`src/source/beamscaler_defs.svh`:
```
`ifndef BEAMSCALER_DEFS_SVH
`define BEAMSCALER_DEFS_SVH

// number of beams, each with two threshold discriminators
`define BS_NBEAMS 6

// count channels: channel 2b is beam b thr 0, channel 2b+1 is beam b thr 1
`define BS_NCHAN (2*`BS_NBEAMS)

// scaler width, counters stop at all ones
`define BS_SCAL_W 16

// host read port
`define BS_ADR_W 8
`define BS_STATUS_ADR 255   // status word location

`endif

```
`src/source/beamscaler_pkg.sv`:
```
`include "beamscaler_defs.svh"

package beamscaler_pkg;

    // one scaler value
    typedef logic [`BS_SCAL_W-1:0] scal_count_t;

    // interval FSM states
    typedef enum logic [1:0] {
        IDLE  = 2'd0,   // waiting for first timer pulse
        COUNT = 2'd1,   // interval open
        LATCH = 2'd2    // interval closed, snapshot pending
    } interval_state_e;

    // controls from the FSM to counters and store
    typedef struct packed {
        logic count_en;   // count this cycle
        logic clear;      // zero counters and sat flags
        logic latch;      // copy snapshot into store
    } interval_ctrl_t;

    // live counter values handed to the readout store
    typedef struct packed {
        scal_count_t [`BS_NCHAN-1:0] count;
        logic [`BS_NCHAN-1:0]        sat;
    } count_snapshot_t;

    // beam word, thr 1 in the upper half
    typedef struct packed {
        scal_count_t thr1;
        scal_count_t thr0;
    } beam_pair_t;

    // status word at BS_STATUS_ADR
    typedef struct packed {
        logic [15:0]          interval_num;   // completed intervals, wraps
        logic [3:0]           rsvd;           // always zero
        logic [`BS_NCHAN-1:0] sat;
    } status_word_t;

    // the read data word, decoded by address
    typedef union packed {
        beam_pair_t   pair;
        status_word_t status;
        logic [31:0]  raw;
    } readout_word_u;

endpackage

```
`src/source/beamscaler_top.sv`:
```
`timescale 1ns/1ps
`include "beamscaler_defs.svh"

module beamscaler_top
    import beamscaler_pkg::*;
(
    input  logic                 ifclk,
    input  logic                 arst_n_i,
    input  logic [`BS_NCHAN-1:0] count_i,
    input  logic                 timer_i,
    output logic                 done_o,
    input  logic                 scal_rd_i,
    input  logic [`BS_ADR_W-1:0] scal_adr_i,
    output logic [31:0]          scal_dat_o
);

    interval_ctrl_t  ctrl;       // FSM to counters and store
    count_snapshot_t snapshot;   // live counts to the store

    // interval sequencing from the external timer pulse
    scaler_interval_fsm i_scaler_interval_fsm (
        .ifclk    (ifclk),
        .arst_n_i (arst_n_i),
        .timer_i  (timer_i),
        .ctrl_o   (ctrl),
        .done_o   (done_o)
    );

    // per-channel high-cycle counters
    scaler_counter_bank i_scaler_counter_bank (
        .ifclk      (ifclk),
        .arst_n_i   (arst_n_i),
        .count_i    (count_i),
        .ctrl_i     (ctrl),
        .snapshot_o (snapshot)
    );

    // frozen results and host read path
    scaler_readout_store i_scaler_readout_store (
        .ifclk      (ifclk),
        .arst_n_i   (arst_n_i),
        .ctrl_i     (ctrl),
        .snapshot_i (snapshot),
        .scal_rd_i  (scal_rd_i),
        .scal_adr_i (scal_adr_i),
        .scal_dat_o (scal_dat_o)
    );

endmodule

```
`src/source/scaler_counter_bank.sv`:
```
`timescale 1ns/1ps
`include "beamscaler_defs.svh"

module scaler_counter_bank
    import beamscaler_pkg::*;
(
    input  logic                  ifclk,
    input  logic                  arst_n_i,
    input  logic [`BS_NCHAN-1:0]  count_i,
    input  interval_ctrl_t        ctrl_i,
    output count_snapshot_t       snapshot_o
);

    localparam scal_count_t SCAL_MAX = '1;

    scal_count_t [`BS_NCHAN-1:0] cnt_q;   // one counter per channel
    logic [`BS_NCHAN-1:0]        sat_q;   // sticky until the next clear

    // saturating high-cycle counters
    always_ff @(posedge ifclk or negedge arst_n_i) begin
        if (!arst_n_i) begin
            cnt_q <= '0;
            sat_q <= '0;
        end else if (ctrl_i.clear) begin
            cnt_q <= '0;
            sat_q <= '0;
        end else if (ctrl_i.count_en) begin
            for (int c = 0; c < `BS_NCHAN; c++) begin
                if (count_i[c] && (cnt_q[c] != SCAL_MAX)) begin
                    cnt_q[c] <= cnt_q[c] + 1'b1;
                end
                // flag as soon as the counter reaches all ones
                if (count_i[c] && (cnt_q[c] >= SCAL_MAX - 1'b1)) begin
                    sat_q[c] <= 1'b1;
                end
            end
        end
    end

    assign snapshot_o.count = cnt_q;
    assign snapshot_o.sat   = sat_q;

    // counters only move while the FSM has an interval open
    property p_hold_when_disabled;
        @(posedge ifclk) disable iff (!arst_n_i)
            (!ctrl_i.count_en && !ctrl_i.clear) |=> ($stable(cnt_q) && $stable(sat_q));
    endproperty
    a_hold_when_disabled: assert property (p_hold_when_disabled)
        else $error("counter changed outside an open interval");

endmodule

```
`src/source/scaler_interval_fsm.sv`:
```
`timescale 1ns/1ps
`include "beamscaler_defs.svh"

module scaler_interval_fsm
    import beamscaler_pkg::*;
(
    input  logic           ifclk,
    input  logic           arst_n_i,
    input  logic           timer_i,
    output interval_ctrl_t ctrl_o,
    output logic           done_o
);

    interval_state_e state_q;
    interval_state_e state_d;
    logic            done_q;

    // next state
    always_comb begin
        state_d = state_q;
        case (state_q)
            IDLE: begin
                if (timer_i) state_d = COUNT;   // first pulse opens an interval
            end
            COUNT: begin
                if (timer_i) state_d = LATCH;   // closing pulse
            end
            LATCH: begin
                state_d = COUNT;   // timer ignored here
            end
            default: begin
                state_d = IDLE;
            end
        endcase
    end

    // controls are decoded straight from state and the timer
    // so the closing edge itself is not counted
    always_comb begin
        ctrl_o.count_en = (state_q == COUNT) && !timer_i;
        ctrl_o.clear    = ((state_q == IDLE) && timer_i) || (state_q == LATCH);
        ctrl_o.latch    = (state_q == LATCH);
    end

    always_ff @(posedge ifclk or negedge arst_n_i) begin
        if (!arst_n_i) begin
            state_q <= IDLE;
            done_q  <= 1'b0;
        end else begin
            state_q <= state_d;
            done_q  <= ctrl_o.latch;   // one cycle behind the latch
        end
    end

    assign done_o = done_q;

    // a latch always returns to COUNT, never back to back
    property p_latch_single;
        @(posedge ifclk) disable iff (!arst_n_i)
            ctrl_o.latch |=> !ctrl_o.latch;
    endproperty
    a_latch_single: assert property (p_latch_single)
        else $error("latch asserted on two consecutive cycles");

    // done is exactly the latch delayed by one cycle
    property p_done_after_latch;
        @(posedge ifclk) disable iff (!arst_n_i)
            ##1 (done_o == $past(ctrl_o.latch));
    endproperty
    a_done_after_latch: assert property (p_done_after_latch)
        else $error("done_o does not follow latch by one cycle");

endmodule

```
`src/source/scaler_readout_store.sv`:
```
`timescale 1ns/1ps
`include "beamscaler_defs.svh"

module scaler_readout_store
    import beamscaler_pkg::*;
(
    input  logic                 ifclk,
    input  logic                 arst_n_i,
    input  interval_ctrl_t       ctrl_i,
    input  count_snapshot_t      snapshot_i,
    input  logic                 scal_rd_i,
    input  logic [`BS_ADR_W-1:0] scal_adr_i,
    output logic [31:0]          scal_dat_o
);

    count_snapshot_t      snap_q;   // frozen counts of the last interval
    logic [15:0]          num_q;    // completed interval number

    beam_pair_t           pair_sel;
    status_word_t         status_sel;

    // stage one
    logic                 rd_q1;
    logic [`BS_ADR_W-1:0] adr_q1;
    beam_pair_t           pair_q1;
    status_word_t         status_q1;

    // stage two
    readout_word_u        word_d;
    readout_word_u        word_q2;
    logic                 rd_q2;

    logic [31:0]          dat_q;

    // snapshot store and interval number
    always_ff @(posedge ifclk or negedge arst_n_i) begin
        if (!arst_n_i) begin
            snap_q <= '0;
            num_q  <= '0;
        end else if (ctrl_i.latch) begin
            snap_q <= snapshot_i;
            num_q  <= num_q + 1'b1;   // wraps
        end
    end

    // pick the addressed beam from the store
    always_comb begin
        pair_sel = '0;
        for (int b = 0; b < `BS_NBEAMS; b++) begin
            if (scal_adr_i == `BS_ADR_W'(b)) begin
                pair_sel.thr0 = snap_q.count[2*b];
                pair_sel.thr1 = snap_q.count[2*b+1];
            end
        end
    end

    always_comb begin
        status_sel.interval_num = num_q;
        status_sel.rsvd         = '0;
        status_sel.sat          = snap_q.sat;
    end

    // data is taken at the strobe edge, so a read on the latch edge
    // still sees the previous snapshot
    always_ff @(posedge ifclk) begin
        if (scal_rd_i) begin
            adr_q1    <= scal_adr_i;
            pair_q1   <= pair_sel;
            status_q1 <= status_sel;
        end
    end

    // address decode into the readout word
    always_comb begin
        if (adr_q1 < `BS_ADR_W'(`BS_NBEAMS)) begin
            word_d.pair = pair_q1;
        end else if (adr_q1 == `BS_ADR_W'(`BS_STATUS_ADR)) begin
            word_d.status = status_q1;
        end else begin
            word_d.raw = '0;   // unmapped
        end
    end

    always_ff @(posedge ifclk) begin
        if (rd_q1) word_q2 <= word_d;
    end

    // strobe pipeline and output register
    always_ff @(posedge ifclk or negedge arst_n_i) begin
        if (!arst_n_i) begin
            rd_q1 <= 1'b0;
            rd_q2 <= 1'b0;
            dat_q <= '0;
        end else begin
            rd_q1 <= scal_rd_i;
            rd_q2 <= rd_q1;
            if (rd_q2) dat_q <= word_q2.raw;   // held until the next read lands
        end
    end

    assign scal_dat_o = dat_q;

endmodule

```
`config.mk`:
```
export PLATFORM = sky130hd
export DESIGN_NAME = beamscaler_top
export DESIGN_NICKNAME = d
export VERILOG_FILES = /design/src/source/beamscaler_pkg.sv /design/src/source/beamscaler_top.sv /design/src/source/scaler_counter_bank.sv /design/src/source/scaler_interval_fsm.sv /design/src/source/scaler_readout_store.sv
export VERILOG_INCLUDE_DIRS = /design/src /design/src/source
export SDC_FILE = /design/constraint.sdc
export NUM_CORES = 1
export LEC_CHECK = 0
export BUFFER_PORTS_ARGS = -buffer_cell sky130_fd_sc_hd__buf_2
export CAP_MARGIN = 20
export CELL_PAD_IN_SITES_DETAIL_PLACEMENT = 0
export CELL_PAD_IN_SITES_GLOBAL_PLACEMENT = 2
export CORE_ASPECT_RATIO = 2
export CORE_MARGIN = 4
export CORE_UTILIZATION = 40
export CTS_BUF_LIST = sky130_fd_sc_hd__clkbuf_4 sky130_fd_sc_hd__clkbuf_8 sky130_fd_sc_hd__clkbuf_16
export DETAILED_ROUTE_END_ITERATION = 8
export PLACE_DENSITY = 0.71
export SLEW_MARGIN = 5
export SYNTH_ARGS = -nofsm -noshare
export SYNTH_HDL_FRONTEND = slang
export SYNTH_SLANG_ARGS = --single-unit
```
`constraint.sdc`:
```
create_clock -name ifclk -period 2.2 [get_ports ifclk]
set_input_delay 0.44 -clock ifclk [delete_from_list [all_inputs] [get_ports ifclk]]
set_output_delay 0.44 -clock ifclk [all_outputs]
set_load 0.05 [all_outputs]
```
After elaboration in Yosys (flattened, before gate mapping)
Cells that the tools add are included.
{"block": "classes", "n_addsub": 13, "n_lt_le_gt_ge": 13, "n_eq_ne": 22, "muxes": 39, "reduce_logical": 80}
{"op": "192-bit two-way mux", "count": 2}
{"op": "32-bit two-way mux", "count": 8}
{"op": "16-bit by 1-bit adder with 16-bit output (second input constant)", "count": 13}
{"op": "16-bit greater-or-equal comparator (second input constant)", "count": 12}
{"op": "16-bit two-way mux", "count": 12}
{"op": "16-bit inequality test (second input constant)", "count": 12}
{"op": "2-bit AND reduction", "count": 25}
{"op": "2-bit nonzero test", "count": 25}
{"op": "1-bit logical AND", "count": 26}
{"op": "12-bit two-way mux", "count": 2}
{"op": "8-bit by 2-bit equality test with 1-bit output (second input constant)", "count": 2}
{"op": "8-bit by 3-bit equality test with 1-bit output (second input constant)", "count": 2}
{"op": "1-bit two-way mux", "count": 12}
{"op": "8-bit by 1-bit equality test with 1-bit output (second input constant)", "count": 1}
{"op": "8-bit equality test (second input constant)", "count": 1}
{"op": "8-bit logical NOT", "count": 1}
{"op": "8-bit by 3-bit < comparator with 1-bit output (second input constant)", "count": 1}
{"op": "2-bit case mux with 3 select lines", "count": 1}
{"op": "2-bit two-way mux", "count": 2}
{"op": "2-bit inequality test (second input constant)", "count": 2}
{"op": "2-bit by 1-bit equality test with 1-bit output (second input constant)", "count": 1}
{"op": "2-bit equality test (second input constant)", "count": 1}
{"op": "2-bit logical NOT", "count": 1}
{"op": "1-bit logical NOT", "count": 1}
{"op": "1-bit logical OR", "count": 1}
{"block": "word_totals", "reg_bits": 561, "input_bits": 24, "out_inout_bits": 33, "wordCells": 216}

Logic depth before layout (Yosys ltp)
{"block": "logic_depth", "depth_word": 7, "ltp_mapped": 8, "depth_no_buf": 6}

By module
From an unflattened synthesis, not the netlist that was laid out.
{"block": "unflattened", "hier_cells": 2138, "area_unflattened_um2": 26454.1}
{"mod": "scaler_readout_store", "instances": 1, "cells_each": 864, "area_per_inst_um2": 14587.7, "seq_area_each_um2": 9359.0}
{"mod": "scaler_counter_bank", "instances": 1, "cells_each": 1265, "area_per_inst_um2": 11746.3, "seq_area_each_um2": 5104.9}
{"mod": "scaler_interval_fsm", "instances": 1, "cells_each": 9, "area_per_inst_um2": 120.1, "seq_area_each_um2": 75.1}

Worst setup path before layout
OpenSTA, ideal clock, no wires.
{"block": "synth_path", "path_type": "input-to-reg", "from": "input scal_adr_i[0]", "to": "register i_scaler_readout_store.pair_q1[11] (netlist name), data pin", "setup_time_ps": 268, "arrival_time_ps": 1750, "required_time_ps": 1932, "setup_slack_ps": 182, "cell_stages": 5, "n_path_buf": 3, "cell_sequence": "buf_2 > buf_2 > clkbuf_1 > mux2i_1 > o22ai_1"}
{"item": "start: declaration", "line_no": "beamscaler_top.sv:13", "text": "input logic [`BS_ADR_W-1:0] scal_adr_i,"}
{"item": "end signal: assignment", "line_no": "scaler_readout_store.sv:68", "text": "pair_q1 <= pair_sel;"}
{"item": "end: declaration", "line_no": "scaler_readout_store.sv:25", "text": "beam_pair_t pair_q1;"}

Worst setup path in the final report
{"block": "layout_path", "from": "register i_scaler_interval_fsm.state_q[1]", "to": "register i_scaler_counter_bank.cnt_q (netlist bit i_scaler_counter_bank.snapshot_o[150])"}
{"block": "layout_between", "elab_chain_cells": 5, "word_cells_on_any_way": 10, "cone_classes": "2 x eq/ne; 1 x mux; 7 x reduce/logical"}
{"item": "start: declaration", "line_no": "scaler_interval_fsm.sv:14", "text": "interval_state_e state_q;"}
{"item": "start signal: assignment", "line_no": "scaler_interval_fsm.sv:50", "text": "state_q <= state_d;"}
{"item": "2-bit logical NOT", "line_no": "scaler_interval_fsm.sv:41", "text": "ctrl_o.clear = ((state_q == IDLE) && timer_i) || (state_q == LATCH);"}
{"item": "1-bit logical AND", "line_no": "scaler_interval_fsm.sv:41"}
{"item": "1-bit logical OR", "line_no": "scaler_interval_fsm.sv:41"}
{"item": "2-bit nonzero test (no source line)"}
{"item": "2-bit AND reduction (no source line)"}
{"item": "end signal: indexed assignment", "line_no": "scaler_counter_bank.sv:30", "text": "cnt_q[c] <= cnt_q[c] + 1'b1;"}
{"item": "end: declaration", "line_no": "scaler_counter_bank.sv:16", "text": "scal_count_t [`BS_NCHAN-1:0] cnt_q;"}
Several ways; a longest one is shown, not always the timed one.
A chain may end at the register's enable or synchronous reset.

==> impl_metrics.ini <==
[clocking]
insertion_delay_ns = 0.60
post-cts-setup-buffer-count = 0
cts_sinks = 561
cts_tree = yes
clockBufferDepth = 3
cts-root-buf = clkbuf_16
clkTransAtPathRegs_ns = 0.07
numCtsBuffers = 51
h-tree-depth = 2

[power]
p_leak_nw = 13.0
clkPwrFrac_pct = 35.5
ir_drop_mv = 0.518
switchingPower_mw = 7.55
power.total_mw = 25.8
combPwrFrac_pct = 19.3
intPower_mw = 18.3
powerDensity_mw_per_mm2 = 865
p_sw_share_pct = 29.2
p_seq_share_pct = 45.2

[die]
die_w_um = 187
core_mm2 = 0.0631
die_height_um = 365
ioPinCount = 57
die-area_mm2 = 0.0682
start_util_pct = 40.5
rows = 130

[route]
dr.pass1.iters = 5
via_per_inst = 5.62
drt-wirelength-per-cell_um = 22.3
route.detailed.drc = 0
vias = 17400
drtIter0Drc = 838
drtAntennaViolNets = 0
wl_mm = 69.0

[grt]
grt_usage_pct = 20.2
grt_pass1_vias = 18200
grt_max_degree = 69
grt_pass1_wl_mm = 109
grt_overflow = 0
grt_antenna_before_repair = 0

[logic_synthesis]
async_reset_ff_share_pct = 82.2
syn_inst = 2075
ys_seq_area_share_pct = 56.9
synth_flop_cell = dfrtp_1
synth-seq-cells = 561
yosysTopAreaCell = dfrtp_1
syn_area_mm2 = 0.0255
synthDistinctLibCells = 75
synth_area_leaders = dfrtp_1 (45%), edfxtp_1 (12%), mux2_2 (11%)
avgSynthCellArea_um2 = 12.3
synth-edff-count = 100
synth_top_area_share_pct = 45.2
synth_warnings = 0
synth_fp_nets = 2124

[sta]
worst_pin_slew_ns = 0.686
fin_ws_ns = 0.155
relSlewSlack_pct = 53.8
period_needed_ns = 2.04
finalCritPeriodShare_pct = 92.9
hold_viol = 0
setup_viol_count_final = 0
grt_setup_unrepaired = false
fin_skew_ns = 0.0174
slew_violations = 0
maxClockFrequency_mhz = 489
fin_setup_tns_ns = 0

[setup_path]
crit_type = register to register
r2r_cells = 7
r2r-end = i_scaler_counter_bank.snapshot_o[150]$_DFFE_PN0P_
slowest_delay_ns = 0.42
crit_end = i_scaler_counter_bank.snapshot_o[150]$_DFFE_PN0P_
r2r_slack_ns = 0.16
crit_path_start_kind = register
path_cells = buf_4 > o21ai_2 > nand2_1 > inv_1 > nand3_1 > or4_1 > a21oi_1
worstPathMaxFanout = 10
cp_slowest_cell = or4_1
cp.required_ns = 2.72
worstPathArrival_ns = 2.56
cp-startpoint = i_scaler_interval_fsm.state_q[1]$_DFFE_PN0P_
worstSetupEndpointType = register
worstReg2RegStart = i_scaler_interval_fsm.state_q[1]$_DFFE_PN0P_

[final_layout]
final_area_mm2 = 0.0299
fin_nets = 2312
fill_cells = 5760
area.growth.synth_to_final_pct = 16.9
drive_gt1_share_pct = 28.5
diodes = 0

[placement]
port_buffers = 56
globalplace.congestion = 0.859
dp_hpwl_mm = 51.3
pre_cts_ws_ns = -0.00201
placed_cell_area_mm2 = 0.0281

[status]
outcome = completed

[hold_path]
hp-class = primary input to register

[run]
cap_violations = 0
timing repair:
item / CTS / global route
hold buffers: 1 / 0
endpoints found under the setup margin: 0 / 26
gates resized for setup: 0 / 18
endpoints found under the hold margin: 24 / 0
layout by cell type (no fill, tap or decap), types with 64 or more instances in the layout:
| cell type | n |
|---|---|
| edfxtp_1 | 100 |
| mux2_2 | 240 |
| xnor2_1 | 77 |
| nand2_1 | 85 |
| buf_4 | 155 |
| dfrtp_1 | 460 |
| nor2_1 | 151 |
| inv_1 | 64 |
| nand3_1 | 104 |
| nor3_1 | 64 |
worst min path at each step:
stage / start / endpoint / slack (ns) / depth (start not counted)
after floorplan: arst_n_i / i_scaler_counter_bank.sat_q[0]$_DFFE_PN0P_ / 0.14 / 0
after global placement: arst_n_i / i_scaler_counter_bank.snapshot_o[180]$_DFFE_PN0P_ / 0.37 / 1
after detailed placement: arst_n_i / i_scaler_counter_bank.snapshot_o[184]$_DFFE_PN0P_ / 0.37 / 1
after CTS: scal_adr_i[6] / i_scaler_readout_store.adr_q1[6]$_DFFE_PP_ / 0.002 / 1
after global routing: scal_adr_i[6] / i_scaler_readout_store.adr_q1[6]$_DFFE_PP_ / 0.02 / 1
final: scal_adr_i[6] / i_scaler_readout_store.adr_q1[6]$_DFFE_PP_ / 0.04 / 1
state kept, by name (all words and copies together) (netlist names):
name	cells
i_scaler_readout_store.rd_q2	1
i_scaler_readout_store.adr_q1	8
i_scaler_readout_store.snap_q	204
i_scaler_readout_store.status_q1	28
i_scaler_counter_bank.snapshot_o	192
i_scaler_readout_store.pair_q1	32
i_scaler_readout_store.word_q2	32
i_scaler_interval_fsm.done_o	1
i_scaler_interval_fsm.state_q	2
i_scaler_readout_store.scal_dat_o	32
i_scaler_readout_store.num_q	16
i_scaler_readout_store.rd_q1	1
i_scaler_counter_bank.sat_q	12
power by group through the flow:
stage | logic, mW | registers [mW] | clock network [mW]
floorplan | 2.46 | 12.0 | 0
CTS | 5.04 | 11.7 | 9.47
finish | 4.99 | 11.7 | 9.17
detailed placement | 5.02 | 11.9 | 0
global route | 5.38 | 11.8 | 9.84
global placement | 4.94 | 11.9 | 0
cell families after synthesis:
group	count (synthesis)	synth area share, %
DFF	561	56.9
and+or+nand+nor	666	14.0
buffers and inverters	165	2.58
AOI/OAI and AO/OA	231	6.35
muxes	325	15.5
xor gates and xnor gates	102	3.50
adders and majority gates	25	1.22
cells in the mapped netlist (3+ instances only):
library cell,instances
a211oi_1,7
a21o_1,3
a21oi_1,39
a22o_1,29
a311oi_1,14
a31oi_1,15
a41o_1,3
a41oi_1,6
and2_1,16
and3_1,34
and4_1,22
buf_1,9
buf_2,25
clkbuf_1,63
dfrtp_1,461
edfxtp_1,100
ha_1,25
inv_1,64
mux2_2,240
mux2i_1,53
mux4_2,32
nand2_1,87
nand3_1,104
nand4_1,63
nand4bb_1,5
nor2_1,153
nor3_1,66
nor3b_1,7
nor4_1,40
nor4_2,3
nor4b_1,3
o2111ai_1,3
o211ai_1,13
o21ai_0,32
o221a_2,4
o22ai_1,34
o311ai_0,4
o31ai_1,8
o41ai_1,4
or2_2,15
or3_1,12
or4_1,13
xnor2_1,77
xor2_1,25
area by class of cell:
type,count,area (µm²),share of cell area (%)
flip-flops and latches,561,14500,48.7
multi-input cells,1349,10400,35.0
clock inverters,24,204,0.683
inverters,65,244,0.817
clock buffers,70,1500,5.04
repair buffers,235,1920,6.44
well taps,792,991,3.32
worst max-delay path: cells and delay by family (launching register included):
kind                   cells  cell delay (ns)
AO/OA/AOI/OAI              2             0.35
buffers and inverters      2             0.49
AND/OR/NAND/NOR            3             0.72
flip-flops                 1             0.41
routing by layer:
layer	GRT usage (%)	routed length [µm]	part of all wire (%)
met4	6.63	2250	3.3
met2	39.4	38400	56
met1	23.1	26500	38
met5	0	0	0
met3	1.91	1860	2.7
metrics by stage:
stage	util [%]	std cells	hold slack, ns
after detailed placement	44.4	3001	0.369
after global routing	47.3	3096	0.0234
final	47.3	3096	0.0404
after CTS	47.2	3096	0.00171
after global placement	44.4	3001	0.369
after floorplan	-	2075	0.144
No activity file was read; power rests on OpenSTA's default activity.
